**src/uart_pkg.sv**
```systemverilog
package uart_pkg;

    // Wishbone bus geometry.
    localparam int unsigned ADDR_W = 32;
    localparam int unsigned DATA_W = 32;
    localparam int unsigned SEL_W  = 4;

    typedef logic [7:0]        byte_t;
    typedef logic [DATA_W-1:0] word_t;

    // Register offsets, OR'ed onto the base address of the slave.
    localparam logic [ADDR_W-1:0] DIV_OFS = 32'h0000_0000;
    localparam logic [ADDR_W-1:0] DAT_OFS = 32'h0000_0004;
    localparam logic [ADDR_W-1:0] CFG_OFS = 32'h0000_0008;

    // Divider after reset, in clock cycles per bit.
    localparam word_t DIV_RESET = 32'd16;

    // Below this divider the receiver can no longer find the bit centre.
    localparam word_t DIV_MIN = 32'd4;

    // Idle bit times sent after reset and after a divider change.
    localparam int unsigned GUARD_BITS = 15;

    // Value of a DATA read while no received byte is buffered.
    localparam word_t RX_EMPTY = '1;

endpackage

```
**src/uart_core_if.sv**
```systemverilog
interface uart_core_if;

    // Effective bit period in clock cycles, never below the minimum divider.
    uart_pkg::word_t divider;
    logic            enabled;
    logic            div_changed;

    // Transmit path.
    uart_pkg::byte_t tx_data;
    logic            tx_start;
    logic            tx_busy;

    // Receive path.
    uart_pkg::byte_t rx_data;
    logic            rx_valid;
    logic            rx_clear;

    modport regs (
        output divider, enabled, div_changed, tx_data, tx_start, rx_clear,
        input  tx_busy, rx_data, rx_valid
    );

    // The transmitter needs enabled to decide whether a divider change earns a guard time.
    modport tx (
        input  divider, enabled, div_changed, tx_data, tx_start,
        output tx_busy
    );

    modport rx (
        input  divider, enabled, rx_clear,
        output rx_data, rx_valid
    );

endinterface

```
**src/uart_regs_wb.sv**
```systemverilog
module uart_regs_wb #(
    parameter logic [uart_pkg::ADDR_W-1:0] BASE_ADR = 32'h2000_0000
) (
    input  logic                       clk,
    input  logic                       resetn,
    input  uart_pkg::word_t            wb_adr_i,
    input  uart_pkg::word_t            wb_dat_i,
    input  logic [uart_pkg::SEL_W-1:0] wb_sel_i,
    input  logic                       wb_we_i,
    input  logic                       wb_cyc_i,
    input  logic                       wb_stb_i,
    output logic                       wb_ack_o,
    output uart_pkg::word_t            wb_dat_o,
    output logic                       uart_enabled_o,
    uart_core_if.regs                  core
);

    // The slave answers every address in a 16-byte window above BASE_ADR.
    localparam int unsigned WIN_LSB = 4;

    logic            req;
    logic            win_hit;
    logic            div_hit;
    logic            cfg_hit;
    logic            dat_hit;
    logic            dat_wr;
    logic            take;
    uart_pkg::word_t rd_word;

    logic            ack_q;
    logic            enabled_q;
    logic            tx_start_q;
    logic            rx_clear_q;
    logic            div_changed_q;
    uart_pkg::word_t div_q;
    uart_pkg::word_t dat_q;
    uart_pkg::byte_t tx_data_q;

    // A request already acknowledged is not seen again in the ack cycle.
    assign req = wb_cyc_i && wb_stb_i && !ack_q;

    assign win_hit = req && (wb_adr_i[uart_pkg::ADDR_W-1:WIN_LSB] ==
                             BASE_ADR[uart_pkg::ADDR_W-1:WIN_LSB]);
    assign div_hit = req && (wb_adr_i == (BASE_ADR | uart_pkg::DIV_OFS));
    assign cfg_hit = req && (wb_adr_i == (BASE_ADR | uart_pkg::CFG_OFS));
    assign dat_hit = req && (wb_adr_i == (BASE_ADR | uart_pkg::DAT_OFS));
    assign dat_wr  = dat_hit && wb_we_i && wb_sel_i[0];

    // A DATA write waits here while the transmitter is still busy.
    assign take = win_hit && !(dat_wr && core.tx_busy);

    always_comb begin
        rd_word = '0;
        if (div_hit) begin
            rd_word = div_q;
        end else if (cfg_hit) begin
            rd_word = {{(uart_pkg::DATA_W-1){1'b0}}, enabled_q};
        end else if (dat_hit) begin
            rd_word = core.rx_valid ? uart_pkg::word_t'(core.rx_data) : uart_pkg::RX_EMPTY;
        end
    end

    always_ff @(posedge clk) begin
        if (!resetn) begin
            ack_q         <= 1'b0;
            enabled_q     <= 1'b0;
            tx_start_q    <= 1'b0;
            rx_clear_q    <= 1'b0;
            div_changed_q <= 1'b0;
            div_q         <= uart_pkg::DIV_RESET;
        end else begin
            ack_q         <= take;
            tx_start_q    <= take && dat_wr;
            rx_clear_q    <= take && dat_hit && !wb_we_i;
            div_changed_q <= take && div_hit && wb_we_i;
            if (take && div_hit && wb_we_i) begin
                for (int i = 0; i < uart_pkg::SEL_W; i++) begin
                    if (wb_sel_i[i]) begin
                        div_q[8*i +: 8] <= wb_dat_i[8*i +: 8];
                    end
                end
            end
            if (take && cfg_hit && wb_we_i && wb_sel_i[0]) begin
                enabled_q <= wb_dat_i[0];
            end
        end
    end

    always_ff @(posedge clk) begin
        if (take && !wb_we_i) begin
            dat_q <= rd_word;
        end
        if (take && dat_wr) begin
            tx_data_q <= wb_dat_i[7:0];
        end
    end

    assign wb_ack_o       = ack_q;
    assign wb_dat_o       = dat_q;
    assign uart_enabled_o = enabled_q;

    // DIV reads back as written, but the serial logic never runs faster than DIV_MIN.
    assign core.divider     = (div_q < uart_pkg::DIV_MIN) ? uart_pkg::DIV_MIN : div_q;
    assign core.enabled     = enabled_q;
    assign core.div_changed = div_changed_q;
    assign core.tx_data     = tx_data_q;
    assign core.tx_start    = tx_start_q;
    assign core.rx_clear    = rx_clear_q;

endmodule

```
**src/uart_tx.sv**
```systemverilog
module uart_tx (
    input  logic       clk,
    input  logic       resetn,
    uart_core_if.tx    core,
    output logic       ser_tx_o
);

    localparam int unsigned BIT_CNT_W  = $clog2(uart_pkg::GUARD_BITS + 1);
    localparam int unsigned FRAME_BITS = 10;

    logic [9:0]           shift_q;
    logic [BIT_CNT_W-1:0] bits_q;
    uart_pkg::word_t      div_cnt_q;
    logic                 guard_req_q;
    logic                 guard_now;
    logic                 bit_end;

    assign guard_now = core.div_changed && core.enabled;
    assign bit_end   = (div_cnt_q == core.divider - 1);

    // Bits still to go on the line, start to stop or a run of guard bits.
    always_ff @(posedge clk) begin
        if (!resetn) begin
            shift_q     <= '1;
            bits_q      <= BIT_CNT_W'(uart_pkg::GUARD_BITS);
            div_cnt_q   <= '0;
            guard_req_q <= 1'b0;
        end else if (bits_q == '0) begin
            div_cnt_q <= '0;
            if (guard_req_q || guard_now) begin
                shift_q     <= '1;
                bits_q      <= BIT_CNT_W'(uart_pkg::GUARD_BITS);
                guard_req_q <= 1'b0;
            end else if (core.tx_start) begin
                shift_q <= {1'b1, core.tx_data, 1'b0};
                bits_q  <= BIT_CNT_W'(FRAME_BITS);
            end
        end else begin
            // A divider change during a frame is kept and served once the line is idle.
            if (guard_now) begin
                guard_req_q <= 1'b1;
            end
            if (bit_end) begin
                shift_q   <= {1'b1, shift_q[9:1]};
                bits_q    <= bits_q - 1'b1;
                div_cnt_q <= '0;
            end else begin
                div_cnt_q <= div_cnt_q + 1'b1;
            end
        end
    end

    assign ser_tx_o     = shift_q[0];
    assign core.tx_busy = (bits_q != '0) || guard_req_q;

endmodule

```
**src/uart_rx.sv**
```systemverilog
module uart_rx (
    input  logic       clk,
    input  logic       resetn,
    uart_core_if.rx    core,
    input  logic       ser_rx_i
);

    // State 0 is idle, 1 waits for the start-bit centre, 2 to 9 take the data bits.
    localparam logic [3:0] ST_IDLE  = 4'd0;
    localparam logic [3:0] ST_START = 4'd1;
    localparam logic [3:0] ST_STOP  = 4'd10;

    logic [1:0]      rx_sync_q;
    logic            rx_line;
    logic [3:0]      state_q;
    uart_pkg::word_t div_cnt_q;
    uart_pkg::byte_t shift_q;
    uart_pkg::byte_t data_q;
    logic            valid_q;
    logic            half_end;
    logic            bit_end;

    assign rx_line  = rx_sync_q[1];
    assign half_end = (div_cnt_q == (core.divider >> 1) - 1);
    assign bit_end  = (div_cnt_q == core.divider - 1);

    always_ff @(posedge clk) begin
        if (!resetn) begin
            rx_sync_q <= '1;
            state_q   <= ST_IDLE;
            div_cnt_q <= '0;
            valid_q   <= 1'b0;
        end else begin
            rx_sync_q <= {rx_sync_q[0], ser_rx_i};
            if (core.rx_clear) begin
                valid_q <= 1'b0;
            end
            if (state_q == ST_IDLE) begin
                div_cnt_q <= '0;
                if (core.enabled && !rx_line) begin
                    state_q <= ST_START;
                end
            end else if (state_q == ST_START) begin
                if (half_end) begin
                    div_cnt_q <= '0;
                    // A glitch that is gone by the centre is not a start bit.
                    state_q   <= rx_line ? ST_IDLE : state_q + 1'b1;
                end else begin
                    div_cnt_q <= div_cnt_q + 1'b1;
                end
            end else if (bit_end) begin
                div_cnt_q <= '0;
                if (state_q == ST_STOP) begin
                    state_q <= ST_IDLE;
                    if (core.enabled) begin
                        valid_q <= 1'b1;
                    end
                end else begin
                    state_q <= state_q + 1'b1;
                end
            end else begin
                div_cnt_q <= div_cnt_q + 1'b1;
            end
        end
    end

    always_ff @(posedge clk) begin
        if (bit_end && state_q > ST_START && state_q < ST_STOP) begin
            shift_q <= {rx_line, shift_q[7:1]};
        end
        if (bit_end && state_q == ST_STOP && core.enabled) begin
            data_q <= shift_q;
        end
    end

    assign core.rx_data  = data_q;
    assign core.rx_valid = valid_q;

endmodule

```
**src/wb_uart_top.sv**
```systemverilog
module wb_uart_top #(
    parameter logic [uart_pkg::ADDR_W-1:0] BASE_ADR = 32'h2000_0000
) (
    input  logic                        clk,
    input  logic                        resetn,
    input  logic [uart_pkg::ADDR_W-1:0] wb_adr_i,
    input  logic [uart_pkg::DATA_W-1:0] wb_dat_i,
    input  logic [uart_pkg::SEL_W-1:0]  wb_sel_i,
    input  logic                        wb_we_i,
    input  logic                        wb_cyc_i,
    input  logic                        wb_stb_i,
    output logic                        wb_ack_o,
    output logic [uart_pkg::DATA_W-1:0] wb_dat_o,
    input  logic                        ser_rx_i,
    output logic                        ser_tx_o,
    output logic                        uart_enabled_o
);

    uart_core_if core_if ();

    uart_regs_wb #(
        .BASE_ADR (BASE_ADR)
    ) i_regs (
        .clk            (clk),
        .resetn         (resetn),
        .wb_adr_i       (wb_adr_i),
        .wb_dat_i       (wb_dat_i),
        .wb_sel_i       (wb_sel_i),
        .wb_we_i        (wb_we_i),
        .wb_cyc_i       (wb_cyc_i),
        .wb_stb_i       (wb_stb_i),
        .wb_ack_o       (wb_ack_o),
        .wb_dat_o       (wb_dat_o),
        .uart_enabled_o (uart_enabled_o),
        .core           (core_if.regs)
    );

    uart_tx i_tx (
        .clk      (clk),
        .resetn   (resetn),
        .core     (core_if.tx),
        .ser_tx_o (ser_tx_o)
    );

    uart_rx i_rx (
        .clk      (clk),
        .resetn   (resetn),
        .core     (core_if.rx),
        .ser_rx_i (ser_rx_i)
    );

endmodule

```
**config.mk**
```make
export PLATFORM = sky130hd
export DESIGN_NAME = wb_uart_top
export DESIGN_NICKNAME = d
export VERILOG_FILES = /design/src/uart_pkg.sv /design/src/uart_core_if.sv /design/src/uart_regs_wb.sv /design/src/uart_tx.sv /design/src/uart_rx.sv /design/src/wb_uart_top.sv
export SDC_FILE = /design/constraint.sdc
export NUM_CORES = 1
export LEC_CHECK = 0
export BUFFER_PORTS_ARGS = -buffer_cell sky130_fd_sc_hd__buf_4
export CAP_MARGIN = 20
export CORE_MARGIN = 8
export CORE_UTILIZATION = 30
export CTS_CLUSTER_SIZE = 10
export DETAILED_ROUTE_END_ITERATION = 12
export PLACE_DENSITY = 0.53
export SLEW_MARGIN = 20
export SYNTH_ARGS = -nofsm -noshare
export SYNTH_HDL_FRONTEND = slang
export SYNTH_SLANG_ARGS = --single-unit
```
**constraint.sdc**
```tcl
create_clock -name clk -period 5.68 [get_ports clk]
set_input_delay 0.568 -clock clk [delete_from_list [all_inputs] [get_ports clk]]
set_output_delay 0.568 -clock clk [all_outputs]
set_load 0.05 [all_outputs]
```
Yosys cells after proc, flatten, opt, wreduce, memory -nomap -nowiden
Index checks and enable logic that the tools add are counted.
{ "totals": {"ff_bits": 179, "latch_bits": 0, "ramBits": 0, "rom_bits": 0, "inputBits": 74, "output_inout_bits": 35, "word_cells": 122, "mem_count": 0} }
{ "op_classes": {"addsub": 6, "mul": 0, "div_mod_pow": 0, "order_cmp": 3, "n_eq_ne": 13, "shift": 0, "n_mux": 32, "bitwise": 1, "reduce_logical": 46} }
{ "ops": {"columns": ["operator", "count"], "rows": [
  ["two-way mux 32 bit", 8],
  ["== test 32 x 30 -> 1 bit, second input constant", 3],
  ["== test 32 bit", 3],
  ["adder 32 x 1 -> 32 bit, second input constant", 2],
  ["two-way mux 4 bit", 11],
  ["two-way mux 10 bit", 4],
  ["less-than comparator 32 x 3 -> 1 bit, second input constant", 1],
  ["subtractor 31 x 1 -> 32 bit, second input constant", 1],
  ["subtractor 32 x 1 -> 32 bit, second input constant", 1],
  ["== test 28 x 26 -> 1 bit, second input constant", 1],
  ["logical AND 1 bit", 25],
  ["AND reduction 2 bit", 6],
  ["two-way mux 1 bit", 9],
  ["zero test 4 bit", 2],
  ["adder 4 x 1 -> 4 bit, second input constant", 1],
  ["== test 4 x 1 -> 1 bit, second input constant", 1],
  ["== test 4 bit, second input constant", 1],
  ["> comparator 4 x 1 -> 1 bit, second input constant", 1],
  ["zero test 1 bit", 4],
  ["less-than comparator 4 bit, second input constant", 1],
  ["inequality test 2 bit, second input constant", 2],
  ["nonzero test 2 bit", 2],
  ["nonzero test 4 bit", 1],
  ["subtractor 4 x 1 -> 4 bit, second input constant", 1],
  ["8 further kinds", 9]
]} }

Longest topological paths before layout
Gate-level depths: netlist of run 1.
{ "depth": {"depth_word": 11, "mapped_depth": 23, "mapped_depth_nobuf": 15} }

Hierarchy
Synthesis of run 1 repeated with hierarchy kept, for this count alone.
{ "hier_totals": {"cells_unflattened": 1324, "area_unflattened_um2": 11629.9} }
{ "modules_own_cells": {"columns": ["module", "instances", "cells_each", "area_each_um2", "seq_area_each_um2"], "rows": [
  ["uart_rx", 1, 569, 4608.2, 1261.2],
  ["uart_regs_wb", 1, 328, 3549.7, 1941.9],
  ["uart_tx", 1, 427, 3472.1, 920.9]
]} }

Least setup slack after synthesis of run 1
Ideal clock, no wire load.
{ "synth_path": {"kind": "register to register", "start": "reg i_regs.div_q[25]", "end": "reg i_rx.data_q[0], in the netlist i_rx.core.rx_data[0], enable pin", "setup_ps": 374, "arrival_ps": 5181, "t_required_ps": 5306, "setup_slack_ps": 125, "stages_incl_launch_ff": 20, "path_buffers": 5, "period_less_slack_ps": 5555, "path_cell_list": "dfxtp_1 buf_6 or4_4 nor3_4 nand4_1 buf_2 clkbuf_1 nand2_1 ha_1 buf_2 or3b_1 clkbuf_1 or3_1 a21oi_1 o31ai_1 a2111o_1 a2111oi_0 nand4_1 or4b_2 nor2_1"} }
{ "synth_via": {"elab_chain_cells": 6} }
{ "synth_rtl": {"columns": ["element", "line_no", "text"], "rows": [
  ["from (decl)", "uart_regs_wb.sv:35", "uart_pkg::word_t div_q;"],
  ["from (signal assigned)", "uart_regs_wb.sv:70", "div_q <= uart_pkg::DIV_RESET;"],
  ["from (signal, indexed assignment)", "uart_regs_wb.sv:79", "div_q[8*i +: 8] <= wb_dat_i[8*i +: 8];"],
  ["less-than comparator 32 x 3 -> 1 bit", "uart_regs_wb.sv:103", "assign core.divider = (div_q < uart_pkg::DIV_MIN) ? uart_pkg::DIV_MIN : div_q;"],
  ["two-way mux 32 bit (*)", "uart_regs_wb.sv:103", null],
  ["subtractor 32 x 1 -> 32 bit (*)", "uart_rx.sv:25", "assign bit_end = (div_cnt_q == core.divider - 1);"],
  ["== test 32 bit (*)", "uart_rx.sv:25", null],
  ["logical AND 1 bit (*) (2 in a row)", "uart_rx.sv:71", "if (bit_end && state_q == ST_STOP && core.enabled) begin"],
  ["to (signal assigned)", "uart_rx.sv:72", "data_q <= shift_q;"],
  ["to (decl)", "uart_rx.sv:18", "uart_pkg::byte_t data_q;"]
]} }
Mark *: on every way between the ends. The rest lies on a longest branch, timed or not.
A chain may end at the register's enable or synchronous reset.

Worst setup path after layout of run 1
{ "layout_path": {"start": "reg i_regs.div_q[11]", "end": "reg i_tx.bits_q[3]"} }
{ "layout_via": {"elab_chain_cells": 6} }
{ "layout_rtl": {"columns": ["element", "line_no", "text"], "rows": [
  ["less-than comparator 32 x 3 -> 1 bit", "uart_regs_wb.sv:103", null],
  ["two-way mux 32 bit (*)", "uart_regs_wb.sv:103", null],
  ["subtractor 32 x 1 -> 32 bit (*)", "uart_tx.sv:19", "assign bit_end = (div_cnt_q == core.divider - 1);"],
  ["== test 32 bit (*)", "uart_tx.sv:19", null],
  ["nonzero test 2 bit (no line) (*)", null, null],
  ["AND reduction 2 bit (no line) (*)", null, null],
  ["to (signal assigned)", "uart_tx.sv:25", "bits_q <= BIT_CNT_W'(uart_pkg::GUARD_BITS);"],
  ["to (signal assigned)", "uart_tx.sv:32", "bits_q <= BIT_CNT_W'(uart_pkg::GUARD_BITS);"],
  ["to (signal assigned)", "uart_tx.sv:36", "bits_q <= BIT_CNT_W'(FRAME_BITS);"],
  ["to (decl)", "uart_tx.sv:12", "logic [BIT_CNT_W-1:0] bits_q;"]
]} }
Marked as above.

==> run summary, run 1 <==
CP Launch Type: flop
Tmin final: 5.53 ns
Post-Route WL: 41.1 mm
Arrival time at the worst endpoint: 5.86 ns
# diodes: 0
Setup Crit Path Kind: flop to flop
Setup bufs post-CTS: 0
R2R setup slack: 0.15 ns
Sequential share of the synthesized area: 36.7%
Pwr/cell area: 191 mW/mm^2
H-tree depth: 4
Cells after Synth: 1313
Fmax: 181 MHz
Worst path top cell family by delay: simple AND/OR/NAND/NOR gates
Initial Util: 30.2%
RSZ-0062 raised after global routing: false
Buffers on Ports: 108
Ports: 109
Static leakage: 0.00541 uW
Pre-CTS setup slack: 0.214 ns
Worst slew margin: 40.7%
Period utilization: 97.4%
DP HPWL: 31.6 mm
Post-synth top area share: 21.8%
Post-Syn Nets: 1397
FF/Latch Area: 0.00412 mm^2
Resize count post-CTS: 0
Commonest cells in the netlist: nor2_1 (177), dfxtp_1 (122), nand2_1 (85), xor2_1 (84), clkbuf_1 (77)
Hold_buf cts: 0
WL/cell: 21.7 um
Die W: 209 um
Antenna violations before repair: 1
Post-Synth Adder-Cell Area: 1.11%
Synth warn: 0
Cell Area, Synth: 0.0112 mm^2
Clock transition at path regs: 0.07 ns
Worst Skew: 0.0133 ns
Hold worst-path end: i_rx.rx_sync_q[0]$_SDFF_PN1_
Slowest CP cell: or4_1
Crit-path cells: or4_1 -> nor2_4 -> nand4_1 -> nand2_1 -> ha_1 -> or3b_1 -> buf_4 -> nor2_1 -> nand4_1 -> or3_1 -> and3_1 -> nor4_1 -> nand4_1 -> or4_1 -> and2_1 -> o22a_1
CTS tree: yes
Crit-path max cell delay: 0.67 ns
Critical Path RT: 6.01 ns
Compound-Gate Fraction of Synth Area: 13.3%
Final hold vios: 0
Top_reg_cell synth: dfxtp_1
Post-synthesis cell type count: 86
Max Slew Vio Count: 0
First-pass GRT wire length: 62.6 mm
Core area: 0.0372 mm^2
Fin util: 35.7%
Vias/cell: 5.49
Post-synthesis mux area share: 4.02%
Synthesis-stage register bit count: 178
Nets@finish: 1490
Total power: 2540 uW
Final ANT Viol Nets: 0
Global route overflow: 0
Final setup margin: 0.150 ns
Crit Reg-Reg Endpoint: i_tx.bits_q[3]$_SDFFE_PN1P_
Critical path peak fanout: 10
Setup TNS: 0 ns
Hold depth: 2
Die Area: 0.0439 mm^2
Average cell area after synthesis: 8.55 um^2
DR DRC count: 0
Worst setup EP type: flop
Via Count: 10.4k
Hold path start: ser_rx_i
Fillcell total: 3831
Final Wtd Congestion: 0.983
Buf+Inv Stages, Crit Path: 1
Worst vdd ir: 0.000145 V
Reg2reg start: i_regs.div_q[11]$_SDFFE_PN0P_
Worst slew pin tran: 0.881 ns
DR iter-0 viols: 1064
Footprint of the multi-input gates: 0.00659 mm^2
Synth area leader: dfxtp_1
Synth area leaders: dfxtp_1 (22%), edfxtp_1 (15%), xor2_1 (6.6%)
Vias in the first global route: 10.1k
# rows: 71
Clk_lat worst skew: 0.44 ns
Share of post-route cells with drive strength above 1: 16.9%
Height of the die: 209 um
Largest net degree at the start of global routing: 41
Most frequent cell after synthesis: nor2_1
Worst-case clock buffer depth: 2
Worst Reg2Reg Path Length in Cells: 16
TritonCTS Buffers: 17
CP dominant cell by count: nand4_1
Area delta synth->final: 18.5%
Tot GR Track Use: 18.5%
Async SR Flop Fraction: 0%
Largest family of logic cells by synthesized area: simple AND/OR/NAND/NOR gates
Post-Synth XOR/XNOR Area: 13.0%
Final setup fails: 0
Status: finished clean
Worst hold-check path type: primary input to flop
Root buf cell: clkbuf_16
Simple-gate share of the synthesized area: 27.1%
Max Cap Viol: 0
TritonCTS sink count: 178
Post-synth EDFFs: 56
TritonRoute pass-1 iters: 5
==> power by group <==
| part | switching [uW] | internal, uW |
|---|---|---|
| sequential | 3.54 | 1310 |
| clock | 544 | 616 |
| combinational | 32.7 | 42.5 |
==> sequential cells by signal (all words and copies together), names as in the netlist <==
signal / count
i_regs.core.tx_start: 1
i_regs.core.div_changed: 1
i_tx.div_cnt_q: 32
i_regs.wb_ack_o: 1
i_rx.rx_sync_q: 2
i_rx.div_cnt_q: 32
i_tx.shift_q: 9
i_rx.core.rx_data: 8
i_rx.state_q: 4
i_regs.core.enabled: 1
i_regs.core.tx_data: 8
i_tx.bits_q: 4
i_regs.core.rx_clear: 1
i_regs.div_q: 32
i_rx.core.rx_valid: 1
i_regs.wb_dat_o: 32
i_tx.guard_req_q: 1
i_rx.shift_q: 8
==> per-stage QoR <==
stage | hold WS, ns | cell area (um^2) | std cells
after floorplan | 0.386 | 11200 | 1313
after detailed placement | 0.402 | 12700 | 1861
after CTS | 0.306 | 13300 | 1893
after global routing | 0.306 | 13300 | 1893
final | 0.316 | 13300 | 1893
after global placement | 0.401 | 12700 | 1861
==> layer usage <==
metal | global-route usage [%] | share of wire [%]
met3 | 3.74 | 7.5
met4 | 7.27 | 3.2
met1 | 24.9 | 45
met2 | 28.7 | 44
met5 | 0 | 0
==> cells in the final DEF, fill, tap and decap left out, types with 9 or more instances in the layout <==
cell type and n:
nand3b_1 9, xor2_1 84, clkbuf_16 17, nand4_1 30
inv_1 21, nor2b_1 20, o211ai_1 20, or4_1 13
mux2i_1 44, and3_1 26, nand2b_1 15, o21ai_0 39
edfxtp_1 56, nor2_1 177, dfxtp_1 122, nor4_1 25
nor3b_1 10, nor3_1 34, nand2_1 85, ha_1 10
or3_1 20, nand3_1 61, and4_1 13, a21o_1 27
buf_4 178, xnor2_1 75, o22ai_1 22, a21oi_1 36
a31oi_1 9
==> cell type report <==
cell class                 instances  share of cell area [%]
clock inverter                    12                   0.922
tap                              474                    4.46
timing repair buffer             179                    10.2
sequential                       178                    31.0
clock buffer                      20                    3.28
inverter                          22                   0.621
multi-input combinational       1008                    49.5
==> cell families (layout without fill, tap and decap cells) <==
group / after synthesis / in the layout
and+or+nand+nor: 576 / 576
AOI/OAI and AO/OA: 215 / 215
DFF: 178 / 178
xor gates and xnor gates: 162 / 162
buffers and inverters: 127 / 233
muxes: 45 / 45
adders and majority gates: 10 / 10
==> how the worst max path moves through the flow <==
stage | end | start | cells past startpoint | slack (ns)
6_report | i_tx.bits_q[3]$_SDFFE_PN1P_ | i_regs.div_q[11]$_SDFFE_PN0P_ | 16 | 0.15
5_1_grt | i_tx.shift_q[6]$_SDFFE_PN1P_ | i_regs.div_q[11]$_SDFFE_PN0P_ | 16 | 0.01
4_1_cts | i_tx.div_cnt_q[19]$_SDFF_PP0_ | i_regs.div_q[24]$_SDFFE_PN0P_ | 17 | 0.18
3_5_place_dp | i_tx.div_cnt_q[26]$_SDFF_PP0_ | i_regs.div_q[24]$_SDFFE_PN0P_ | 17 | 0.21
3_3_place_gp | i_tx.div_cnt_q[28]$_SDFF_PP0_ | i_regs.div_q[24]$_SDFFE_PN0P_ | 17 | 0.07
2_1_floorplan | i_rx.core.rx_data[0]$_DFFE_PP_ | i_regs.div_q[25]$_SDFFE_PN0P_ | 19 | 0.13
No activity file was read; power rests on OpenSTA's default activity.
==> inputs of run 2 (changes only) <==
CORE_UTILIZATION = 55   (was 30)
PLACE_DENSITY = 0.83   (was 0.53)
==> run 2 against run 1 <==
Compared with the run above:
- sequential share of layout area rose by 0.56 points
- flip-flop and latch count unchanged
- non-clock buffer count down 10
- sequential power barely moved
- critical path depth up 1
- global-route usage is 11 points higher
- register-to-register slack better by 0.09 ns
- via count grew 4.9%
- cell area shrank 1.8%
- worst setup slack better by 0.094 ns
- count of clock-buffer cells in the layout shrank 3
==> run summary, run 2 (same netlist as run 1, synthesis figures left out) <==
Status: finished clean
Nets@finish: 1480
Worst setup EP type: flop
Final hold vios: 0
Setup Crit Path Kind: flop to flop
Root buf cell: clkbuf_16
Worst vdd ir: 0.000183 V
H-tree depth: 4
TritonCTS Buffers: 17
DP Cell Count: 1647
Sequential share of power: 48.7%
Vias in the first global route: 10.3k
Slowest CP cell: or4b_2
Critical path peak fanout: 9
Critical Path RT: 5.83 ns
First-pass GRT wire length: 58.4 mm
R2R setup slack: 0.24 ns
# diodes: 0
CP dominant cell by count: buf_4
Fmax: 184 MHz
Hold_buf cts: 0
Ports: 109
Setup bufs post-CTS: 0
Fillcell total: 1643
Antenna violations before repair: 0
DR DRC count: 0
Worst setup startpoint: i_regs.div_q[24]$_SDFFE_PN0P_
Reg2reg start: i_regs.div_q[24]$_SDFFE_PN0P_
Static leakage: 0.00541 uW
Vias/cell: 6.50
Area delta synth->final: 16.4%
Non-Filler Instances: 1679
Worst slew margin: 24.2%
Height of the die: 159 um
Pwr/cell area: 206 mW/mm^2
Via Count: 10.9k
Worst-case clock buffer depth: 2
TritonRoute pass-1 iters: 8
DP HPWL: 28.2 mm
CP Launch Type: flop
CTS tree: yes
Period utilization: 95.7%
Core area: 0.0201 mm^2
Initial Util: 55.8%
Final ANT Viol Nets: 0
Die W: 159 um
Die Area: 0.0252 mm^2
Final setup fails: 0
Hold path start: ser_rx_i
Internal: 2070 uW
Power share of the clock group: 48.5%
Comb power frac: 2.8%
Tmin final: 5.44 ns
Resize count post-CTS: 0
Tot GR Track Use: 29.0%
Switching part of the total power: 23.0%
Worst hold-check path type: primary input to flop
Largest net degree at the start of global routing: 35
Most common cell after layout, fill and taps aside: nor2_1
Worst slew pin tran: 1.13 ns
Setup TNS: 0 ns
TritonCTS sink count: 178
Crit-path max cell delay: 0.74 ns
DR iter-0 viols: 1480
Global route overflow: 0
NetSw: 617 uW
Arrival time at the worst endpoint: 5.59 ns
# rows: 52
Crit-path cells: or4_4 -> nor3_4 -> buf_4 -> a41oi_4 -> inv_2 -> ha_1 -> or3b_2 -> buf_4 -> o21ai_0 -> nand2_1 -> a2111oi_0 -> nand4_1 -> nor4_1 -> nand4_1 -> or4b_2 -> nor2_1 -> buf_4
WL/cell: 22.6 um
Commonest non-fill, non-tap cells in the layout: nor2_1 (177), buf_4 (168), dfxtp_1 (122), nand2_1 (85), xor2_1 (84)
Max Cap Viol: 0
Max Slew Vio Count: 0
Clk_lat worst skew: 0.44 ns
Post-Route WL: 37.9 mm
Clock transition at path regs: 0.07 ns
Worst Skew: 0.0113 ns
Total power: 2690 uW
Final Wtd Congestion: 1.06
Share of post-route cells with drive strength above 1: 16.5%
Buffers on Ports: 108
RSZ-0062 raised after global routing: false
[run 2: changes by cell type in the layout (fill, tap and decap cells not counted), sizes merged]
cell      before  now
bufinv         1    3
inv           28   29
clkinv         3    5
buf          179  169
clkbuf        20   17
clkinvlp       2    0
[run 2: critical path: cells and delay by family, from the launching register on]
kind	cells	cell delay (ns)
and+or+nand+nor	9	2.92
AOI/OAI and AO/OA	3	0.87
buffers and inverters	4	0.72
DFF	1	0.32
adders and majority gates	1	0.29
[run 2: layer usage]
| metal | vias up | wire [um] | GRT usage [%] |
|---|---|---|---|
| li1 | 4893 | - | - |
| met1 | 5090 | 15100 | 38.4 |
| met2 | 775 | 16100 | 43.4 |
| met3 | 157 | 4790 | 7.42 |
| met4 | 0 | 1900 | 14.2 |
| met5 | - | 0 | 0 |
[run 2: power by group through the flow]
stage                     combinational [uW]  sequential, uW  clock [uW]
final                                   76.1            1310        1300
after global routing                    81.4            1310        1360
after CTS                               75.6            1310        1310
after detailed placement                75.0            1340           0
after global placement                  73.6            1340           0
after floorplan                         25.9            1340           0
[run 2: final cells by class]
type	count	area, um^2	area share (%)
Clock buffer	17	425	3.26
Clock inverter	15	235	1.80
Inverter	22	82.6	0.632
Multi-Input combinational cell	1008	6580	50.4
Sequential cell	178	4120	31.6
Tap cell	270	338	2.58
Timing Repair Buffer	169	1280	9.80
[run 2: metrics by stage]
stage | instance area [um^2] | utilization (%) | hold WS [ns] | setup WS, ns
2_1_floorplan | 11200 | - | 0.386 | 0.125
3_3_place_gp | 12400 | 61.7 | 0.388 | 0.304
3_5_place_dp | 12400 | 61.7 | 0.400 | 0.326
4_1_cts | 13100 | 65.0 | 0.310 | 0.281
5_1_grt | 13100 | 65.0 | 0.308 | 0.0818
6_report | 13100 | 65.0 | 0.310 | 0.243
[run 2: final timing paths]
path	cells past startpoint	endpoint
hold / removal	2	i_rx.rx_sync_q[0]$_SDFF_PN1_
setup reg to reg	17	i_rx.core.rx_data[2]$_DFFE_PP_
hold reg to reg	1	i_rx.rx_sync_q[1]$_SDFF_PN1_
setup / recovery	17	i_rx.core.rx_data[2]$_DFFE_PP_
